## config.mk

```make
export PLATFORM = sky130hd
export DESIGN_NAME = icu
export DESIGN_NICKNAME = d
export VERILOG_FILES = /design/src/common/icu_pkg.sv /design/src/icu/hdu.sv /design/src/icu/icu_issue.sv /design/src/icu/icu.sv
export SDC_FILE = /design/constraint.sdc
export NUM_CORES = 1
export LEC_CHECK = 0
export BUFFER_PORTS_ARGS = -buffer_cell sky130_fd_sc_hd__buf_2
export CAP_MARGIN = 15
export CORE_AREA = 5 5 199 201
export DETAILED_ROUTE_END_ITERATION = 8
export DIE_AREA = 0 0 204 206
export GPL_TIMING_DRIVEN = 0
export RECOVER_POWER = 25
export SKIP_LAST_GASP = 1
export SYNTH_ARGS = -nofsm -noshare
export SYNTH_HDL_FRONTEND = slang
export SYNTH_SLANG_ARGS = --single-unit
```

## constraint.sdc

```tcl
create_clock -name clk -period 8.9 [get_ports clk]
set_clock_uncertainty 0.05 [all_clocks]
set_input_delay 0.445 -clock clk [delete_from_list [all_inputs] [get_ports clk]]
set_output_delay 0.445 -clock clk [all_outputs]
set_load 0.01 [all_outputs]
```

## src/common/icu_pkg.sv

```systemverilog
/*
 widths and typedefs of the instruction control stage,
 decoded and issued instruction records, control and commit structs
*/
package icu_pkg;

    // up to 8 scoreboard slots
    parameter int COMMIT_ID_W = 3;
    parameter int DECINFO_W   = 16;

    typedef logic [31:0]            inst_addr_t;
    typedef logic [4:0]             reg_addr_t;
    typedef logic [11:0]            csr_addr_t;
    typedef logic [COMMIT_ID_W-1:0] commit_id_t;
    typedef logic [DECINFO_W-1:0]   dec_info_t;

    // one instruction as delivered by the decoder
    typedef struct packed {
        inst_addr_t addr;
        logic       reg_we;
        reg_addr_t  rd;
        reg_addr_t  rs1;
        reg_addr_t  rs2;
        logic       csr_we;
        csr_addr_t  csr_waddr;
        csr_addr_t  csr_raddr;
        logic [31:0] imm;
        dec_info_t  dec_info;
        logic       is_pred_branch;
    } dec_inst_t;

    // one lane towards execute
    typedef struct packed {
        logic       valid;
        commit_id_t commit_id;
        dec_inst_t  inst;
    } issued_inst_t;

    typedef struct packed {
        logic flush;
        logic stall_dispatch;
    } cu_ctrl_t;

    // retirement from writeback
    typedef struct packed {
        logic       valid;
        commit_id_t id;
    } commit_t;

    // per-lane strobes, bit 0 is lane 1
    typedef struct packed {
        logic [1:0] load;
        logic [1:0] clear;
        commit_id_t id1;
        commit_id_t id2;
    } issue_ctrl_t;

endpackage

```

## src/icu/hdu.sv

```systemverilog
/*
 hazard detection unit: scoreboard of in-flight instructions,
 in-order dual issue check, commit id allocation, issue strobes
*/
`timescale 1ns/1ps

module hdu #(
    parameter int SB_DEPTH = 8
) (
    input  logic                  clk,
    input  logic                  reset_i,

    input  icu_pkg::dec_inst_t    inst1_i,
    input  icu_pkg::dec_inst_t    inst2_i,
    input  logic                  inst1_valid_i,
    input  logic                  inst2_valid_i,

    input  icu_pkg::commit_t      commit1_i,
    input  icu_pkg::commit_t      commit2_i,
    input  icu_pkg::cu_ctrl_t     ctrl_i,

    output icu_pkg::issue_ctrl_t  issue_ctrl_o,
    output logic [1:0]            issue_accept_o,
    output logic                  new_issue_stall_o
);

    // scoreboard state per slot
    logic [SB_DEPTH-1:0]   sb_busy_q;
    logic [SB_DEPTH-1:0]   sb_busy_d;
    logic [SB_DEPTH-1:0]   sb_we_q;
    icu_pkg::reg_addr_t    sb_rd_q [SB_DEPTH];

    logic [SB_DEPTH-1:0]   alloc1;
    logic [SB_DEPTH-1:0]   alloc2;
    logic [SB_DEPTH-1:0]   retire;

    logic                  free1_ok;
    logic                  free2_ok;
    icu_pkg::commit_id_t   free1_id;
    icu_pkg::commit_id_t   free2_id;

    logic                  haz1;
    logic                  haz2;
    logic                  pair_raw;
    logic                  pair_waw;
    logic                  acc1;
    logic                  acc2;

    // true when a busy writing slot overlaps the operands or rd of inst
    function automatic logic sb_hazard(input icu_pkg::dec_inst_t inst);
        logic hit;
        hit = 1'b0;
        for (int i = 0; i < SB_DEPTH; i++) begin
            if (sb_busy_q[i] && sb_we_q[i] && sb_rd_q[i] != '0) begin
                if (sb_rd_q[i] == inst.rs1 || sb_rd_q[i] == inst.rs2) begin
                    hit = 1'b1;
                end
                if (inst.reg_we && sb_rd_q[i] == inst.rd) begin
                    hit = 1'b1;
                end
            end
        end
        return hit;
    endfunction

    // two lowest free slots
    always_comb begin
        free1_ok = 1'b0;
        free2_ok = 1'b0;
        free1_id = '0;
        free2_id = '0;
        for (int i = 0; i < SB_DEPTH; i++) begin
            if (!sb_busy_q[i]) begin
                if (!free1_ok) begin
                    free1_ok = 1'b1;
                    free1_id = icu_pkg::commit_id_t'(i);
                end else if (!free2_ok) begin
                    free2_ok = 1'b1;
                    free2_id = icu_pkg::commit_id_t'(i);
                end
            end
        end
    end

    // in-order issue decision
    always_comb begin
        haz1 = sb_hazard(inst1_i);
        haz2 = sb_hazard(inst2_i);
        // lane 2 depending on lane 1 in the same pair
        pair_raw = inst1_i.reg_we && inst1_i.rd != '0 &&
                   (inst1_i.rd == inst2_i.rs1 || inst1_i.rd == inst2_i.rs2);
        pair_waw = inst1_i.reg_we && inst2_i.reg_we && inst1_i.rd != '0 &&
                   inst1_i.rd == inst2_i.rd;
        acc1 = inst1_valid_i && !haz1 && free1_ok &&
               !ctrl_i.flush && !ctrl_i.stall_dispatch;
        acc2 = acc1 && inst2_valid_i && !haz2 && free2_ok && !pair_raw && !pair_waw;
    end

    // slot updates, commits are seen at the next edge only
    always_comb begin
        for (int i = 0; i < SB_DEPTH; i++) begin
            alloc1[i] = acc1 && free1_id == icu_pkg::commit_id_t'(i);
            alloc2[i] = acc2 && free2_id == icu_pkg::commit_id_t'(i);
            retire[i] = (commit1_i.valid && commit1_i.id == icu_pkg::commit_id_t'(i)) ||
                        (commit2_i.valid && commit2_i.id == icu_pkg::commit_id_t'(i));
        end
        if (ctrl_i.flush) begin
            sb_busy_d = '0;
        end else begin
            sb_busy_d = (sb_busy_q & ~retire) | alloc1 | alloc2;
        end
    end

    always_ff @(posedge clk) begin
        if (reset_i) begin
            sb_busy_q <= '0;
        end else begin
            sb_busy_q <= sb_busy_d;
        end
    end

    // destination info of the newly allocated slots
    always_ff @(posedge clk) begin
        for (int i = 0; i < SB_DEPTH; i++) begin
            if (alloc1[i]) begin
                sb_we_q[i] <= inst1_i.reg_we;
                sb_rd_q[i] <= inst1_i.rd;
            end else if (alloc2[i]) begin
                sb_we_q[i] <= inst2_i.reg_we;
                sb_rd_q[i] <= inst2_i.rd;
            end
        end
    end

    assign issue_accept_o    = {acc2, acc1};
    assign new_issue_stall_o = (inst1_valid_i && !acc1) || (inst2_valid_i && !acc2);

    // lanes hold under stall, flush always drops them
    assign issue_ctrl_o.load     = {acc2, acc1};
    assign issue_ctrl_o.clear[0] = ctrl_i.flush || (!acc1 && !ctrl_i.stall_dispatch);
    assign issue_ctrl_o.clear[1] = ctrl_i.flush || (!acc2 && !ctrl_i.stall_dispatch);
    assign issue_ctrl_o.id1      = free1_id;
    assign issue_ctrl_o.id2      = free2_id;

endmodule

```

## src/icu/icu_issue.sv

```systemverilog
/*
 two-lane issue register towards execute,
 per-lane load, clear and hold
*/
`timescale 1ns/1ps

module icu_issue (
    input  logic                  clk,
    input  logic                  reset_i,

    input  icu_pkg::dec_inst_t    inst1_i,
    input  icu_pkg::dec_inst_t    inst2_i,
    input  icu_pkg::issue_ctrl_t  issue_ctrl_i,

    output icu_pkg::issued_inst_t issue1_o,
    output icu_pkg::issued_inst_t issue2_o
);

    // lane 0 is the older instruction
    icu_pkg::dec_inst_t     lane_inst [2];
    icu_pkg::commit_id_t    lane_id   [2];
    icu_pkg::issued_inst_t  lane_q    [2];

    assign lane_inst[0] = inst1_i;
    assign lane_inst[1] = inst2_i;
    assign lane_id[0]   = issue_ctrl_i.id1;
    assign lane_id[1]   = issue_ctrl_i.id2;

    // valid: load sets, clear drops, otherwise hold
    always_ff @(posedge clk) begin
        for (int n = 0; n < 2; n++) begin
            if (reset_i) begin
                lane_q[n].valid <= 1'b0;
            end else if (issue_ctrl_i.load[n]) begin
                lane_q[n].valid <= 1'b1;
            end else if (issue_ctrl_i.clear[n]) begin
                lane_q[n].valid <= 1'b0;
            end
        end
    end

    // payload only moves on load
    always_ff @(posedge clk) begin
        for (int n = 0; n < 2; n++) begin
            if (issue_ctrl_i.load[n]) begin
                lane_q[n].commit_id <= lane_id[n];
                lane_q[n].inst      <= lane_inst[n];
            end
        end
    end

    assign issue1_o = lane_q[0];
    assign issue2_o = lane_q[1];

endmodule

```

## src/icu/icu.sv

```systemverilog
/*
 instruction control stage top level,
 hazard unit plus issue register
*/
`timescale 1ns/1ps

module icu #(
    parameter int SB_DEPTH = 8
) (
    input  logic                  clk,
    input  logic                  reset_i,

    // from decoder, slot 1 is older
    input  icu_pkg::dec_inst_t    inst1_i,
    input  icu_pkg::dec_inst_t    inst2_i,
    input  logic                  inst1_valid_i,
    input  logic                  inst2_valid_i,

    // from writeback
    input  icu_pkg::commit_t      commit1_i,
    input  icu_pkg::commit_t      commit2_i,

    // from control unit
    input  icu_pkg::cu_ctrl_t     ctrl_i,

    // to execute
    output icu_pkg::issued_inst_t issue1_o,
    output icu_pkg::issued_inst_t issue2_o,

    // back to decoder
    output logic [1:0]            issue_accept_o,
    output logic                  new_issue_stall_o
);

    icu_pkg::issue_ctrl_t issue_ctrl;

    hdu #(
        .SB_DEPTH (SB_DEPTH)
    ) u_hdu (
        .clk               (clk),
        .reset_i           (reset_i),
        .inst1_i           (inst1_i),
        .inst2_i           (inst2_i),
        .inst1_valid_i     (inst1_valid_i),
        .inst2_valid_i     (inst2_valid_i),
        .commit1_i         (commit1_i),
        .commit2_i         (commit2_i),
        .ctrl_i            (ctrl_i),
        .issue_ctrl_o      (issue_ctrl),
        .issue_accept_o    (issue_accept_o),
        .new_issue_stall_o (new_issue_stall_o)
    );

    icu_issue u_icu_issue (
        .clk          (clk),
        .reset_i      (reset_i),
        .inst1_i      (inst1_i),
        .inst2_i      (inst2_i),
        .issue_ctrl_i (issue_ctrl),
        .issue1_o     (issue1_o),
        .issue2_o     (issue2_o)
    );

endmodule

```

# Yosys cells after proc, flatten, opt, wreduce, memory -nomap -nowiden

Memory sizes are Yosys's and may differ from the RTL's.
Index checks and enable logic that the tools add are counted.

Bitwise logic cells: 16
Equal/unequal tests: 79
Add/sub/neg operators: 0
Mux-type cells: 189
Shift-type cells: 0
Multipliers: 0
Div/mod/pow operators: 0
Reductions and logical operators: 140
$lt $le $gt $ge: 0

Operators with widths:

| cell                                                | number |
|---|---|
| equality test 5 bit                                 | 51 |
| two-way mux 1 bit                                   | 149 |
| two-way mux 3 bit                                   | 32 |
| logical AND 1 bit                                   | 82 |
| equality test 3 bit, second input constant          | 16 |
| nonzero test 5 bit                                  | 9 |
| two-way mux 5 bit                                   | 8 |
| logical OR 1 bit                                    | 28 |
| equality test 3 x 2 -> 1 bit, second input constant | 8 |
| OR 8 bit                                            | 2 |
| nonzero test 2 bit                                  | 8 |
| equality test 3 x 1 -> 1 bit, second input constant | 4 |
| zero test 3 bit                                     | 4 |
| OR 1 bit                                            | 12 |
| bitwise AND 8 bit                                   | 1 |
| zero test 1 bit                                     | 8 |
| NOT 8 bit                                           | 1 |
| OR reduction 2 bit                                  | 1 |

Bits in read-only memories: 0
Input port bits: 258
Flip-flop bits (word level): 16
Memories kept: 2
Output and inout bits: 255
Logic and storage cells: 435
Bits in latches: 0
Memory bits (writable): 292

Memories:

| name               | words | width | read ports | clocked after Yosys merged registers in | write ports | line            | text |
|---|---|---|---|---|---|---|---|
| u_icu_issue.lane_q | 2     | 126   | 2          | 0                                       | 2           | icu_issue.sv:22 | `icu_pkg::issued_inst_t lane_q [2];` |
| u_hdu.sb_rd_q      | 8     | 5     | 8          | 0                                       | 8           | hdu.sv:31       | `icu_pkg::reg_addr_t sb_rd_q [SB_DEPTH];` |

# Depth between registers and ports, before layout

An unclocked memory read counts as a cell.

Word-level depth: 45
Mapped depth: 12
Mapped depth without buffers: 10

# Hierarchy

Synthesis repeated with hierarchy kept, for this count alone.

Cell total of the unflattened synthesis: 1022
Area total of the unflattened synthesis: 14254.9 µm²

Modules (own cells, without submodules):

| module    | area an instance (µm²) | seq. area each (µm²) | cells an instance | instances |
|---|---|---|---|---|
| icu_issue | 7597.3                 | 7567.3               | 256               | 1 |
| hdu       | 6657.6                 | 1601.5               | 766               | 1 |

# Worst setup path after synthesis

No wires, ideal clock.

Kind: register to output
From: memory u_hdu.sb_rd_q[0][0] (netlist bit)
To: output issue_accept_o[1]
Buffers on the path: 2
Required time: 8405 ps
Arrival: 6760 ps
Setup slack: 1645 ps
Cell stages (with the launch flop): 11
Cell sequence: edfxtp_1 buf_6 or4_4 o211ai_2 a31oi_1 or4_1 or3_4 inv_2 nand2_1 inv_1 buf_4

RTL lines:

| element     | line      | text |
|---|---|---|
| from (decl) | hdu.sv:31 |  |
| to (decl)   | icu.sv:31 | `output logic [1:0] issue_accept_o,` |

==> run_results.csv <==
group,metric,value,unit
run_status,run_status,"finished, final reports clean",
detailed_routing,drt-initial-drc-count,738,
floorplan,boundaryPins,513,
yosys,synth_top_flop_cell,"edfxtp_1",
global_route,initial_antenna_violation_count,9,
detailed_routing,via_per_inst,5.05,
clock_network,post_cts.resized_instances,0,
detailed_routing,drcViolationCount,0,
timing,finalCriticalPeriod,5.42,ns
detailed_routing,detailroute.via_count,10800,
yosys,synth.cell_area,14200,sq um
global_route,grt_util_all_layers,23.6,%
cells_and_area,layout-area-overhead-vs-synth,32.7,%
global_route,global_route.overflow_total,0,
clock_network,insertion_delay,0.54,ns
floorplan,die_y,206,um
clock_network,cts_setup_buffers,0,
global_route,maximum_number_of_pins_on_one_net_before_global_route_repair,101,
timing,hold_viol,0,
yosys,synth_sequential_area_ratio,64.5,%
floorplan,fp.coreArea,37400,sq um
critical_path,startpoint_type,"flop",
yosys,synth_edf_count,300,
pwr,static-leakage-power,7.41,nW
timing,rsz_0062_raised_after_global_routing,"no",
pwr,maximum_resistive_drop_on_vdd,0.121,mV
worst_hold_path,timing.hold.worst.class,"input pin to flop",
cells_and_area,fillers,3311,
timing,finalCritPeriodShare,60.9,%
detailed_routing,route.antenna.remaining_nets,0,
timing,final_count_of_pins_violating_max_slew,0,
floorplan,die_area,42000,sq um
critical_path,worstSetupPathType,"flop to output port",
critical_path,crit_path_end_kind,"output port",
placement,portBuffers,512,
cells_and_area,fin_area,18900,sq um
yosys,syn_inst,1016,
global_route,first_global_vias,10400,
timing,slew-limit-headroom,36.6,%
placement,placed_inst_area,17500,sq um
clock_network,tritoncts,"yes",
critical_path,worstPathArrival,4.92,ns
critical_path,worst-endpoint-required,8.41,ns
timing,worst_slew_pin_slew,0.946,ns
timing,fin_setup_tns,0,ns
clock_network,clock-root-buffer,"clkbuf_16",
placement,detailed_place_hpwl,39800,um
yosys,syn_nets,1277,
pwr,p_per_area,179,nW/um^2
placement,gpl_wtd_cong,0.920,
timing,timing.fmax,185,MHz
clock_network,max-clock-path-buffers,3,
clock_network,tritoncts.num_buffers,36,
cells_and_area,layout.cells.most_common_list,"buf_2 (519), edfxtp_1 (300), xor2_1 (154)",
floorplan,initial_utilization,38.0,%
yosys,syn-mean-instance-area,14.0,sq um
floorplan,die-width,204,um
cells_and_area,nets_final,1855,
yosys,synthArstFlopShare,0,%
floorplan,rows,71,
detailed_routing,detailedRoute.firstPassIterationCount,5,
cells_and_area,layout-drive-gt1-share,37.3,%
timing,timing.final.setup_violations,0,
critical_path,timing.critical_path.fanout_max,96,
clock_network,path_clk_slew,0.05,ns
cells_and_area,utilization,50.5,%
clock_network,cts_num_sinks,308,
cells_and_area,layout_commonest_cell,"buf_2",
job,drv_cap,0,
detailed_routing,finalWirelength,52500,um
detailed_routing,wl_per_cell,24.5,um
global_route,grt_first_pass_wirelength,72600,um
yosys,synth.ff_latch_count,308,
yosys,yosysUniqueCellTypes,63,
yosys,ys.warnings.count,0,
clock_network,ctsHtreeMaxLevel,2,
## cell families (layout without fill, tap and decap cells)
group	Yosys count	count (layout)	synth area share, %
buffers and inverters	109	714	3.56
other	0	6	0
DFF	308	308	64.5
adders and majority gates	5	5	0.405
and+or+nand+nor	212	212	8.27
xor gates and xnor gates	257	257	15.8
muxes	49	49	3.52
AOI/OAI and AO/OA	76	76	3.93
## repair_timing
action | 4_1_cts | 5_1_grt
setup endpoints to repair | 0 | 0
hold buffers | 26 | 0
hold endpoints to repair | 26 | 0
## through the flow
stage	setup WS, ns	power (W)	std cells	hold WS, ns
floorplan	1.64	0.00180	1016	0.469
global placement	-1.13	0.00194	2039	0.560
detailed placement	4.10	0.00194	2041	0.550
CTS	3.53	0.00341	2132	0.000122
global route	3.35	0.00349	2132	0.00778
finish	3.48	0.00337	2138	0.0336
## registers in the layout, indices dropped and copies added (netlist names)
register,flops
u_icu_issue.lane_q,252
u_hdu.sb_rd_q,40
u_hdu.sb_busy_q,8
u_hdu.sb_we_q,8
## cells in the mapped netlist (7+ instances only)
master,count,share of area (%)
nand2_1,16,0.42
buf_2,44,1.5
o31ai_1,8,0.42
nand3_1,62,2.2
or3_1,7,0.31
a21oi_1,13,0.46
dfxtp_1,8,1.1
xnor2_1,103,6.3
and3_1,11,0.48
mux2i_1,41,2.9
nand2b_1,10,0.44
xor2_1,154,9.5
nor4_1,17,0.75
edfxtp_1,300,63
inv_1,14,0.37
clkbuf_1,37,0.98
o21ai_0,8,0.28
nor2_1,15,0.40
mux2_2,8,0.63
a31oi_1,13,0.57
nor3_1,43,1.5
## path summary, 6_finish.rpt
check | startpoint | to | slack [ns] | cells past startpoint
setup / recovery | u_hdu.sb_rd_q[1][4] | issue_accept_o[1] | 3.48 | 12
hold / removal | inst1_i[62] | u_icu_issue.lane_q[0][62] | 0.03 | 1
setup reg to reg | u_hdu.sb_rd_q[1][4] | u_icu_issue.lane_q[1][81] | 4.40 | 10
hold reg to reg | u_hdu.sb_busy_q[1] | u_hdu.sb_busy_q[1] | 0.57 | 2
## per-layer routing
metal  wire length [um]  global-route usage [%]
met2              26000                    40.1
met4               1600                    7.85
met5                 27                       0
met1              20500                    29.7
met3               4310                    5.73
## final cells by class
cell class / instances / area [sq um] / area share [%]
Inverter: 19 / 81.3 / 0.431
Antenna cell: 6 / 15.0 / 0.0796
Multi-Input combinational cell: 599 / 4540 / 24.1
Timing Repair Buffer: 540 / 2830 / 15.0
Sequential cell: 308 / 9170 / 48.6
Clock inverter: 15 / 164 / 0.868
Tap cell: 511 / 639 / 3.39
Buffer: 90 / 434 / 2.30
Clock buffer: 50 / 996 / 5.28
## power breakdown
group          internal (W)  total, W  switching [W]
clock              0.000873   0.00145       0.000575
sequential          0.00163   0.00163     0.00000738
combinational      0.000118  0.000289       0.000172
total               0.00262   0.00337       0.000754
## critical path, cell delays in order (launching register included)
cell and delay, ns:
edfxtp_1 0.36, clkbuf_1 0.30, or4_1 0.51, o211ai_2 0.28, a31oi_1 0.09, or4_1 0.59
or3_4 0.47, inv_6 0.31, nand2_1 0.29, inv_6 0.33, buf_16 0.38, buf_4 0.20
buf_2 0.12
Note: power is estimated with default switching activity, not from simulation.
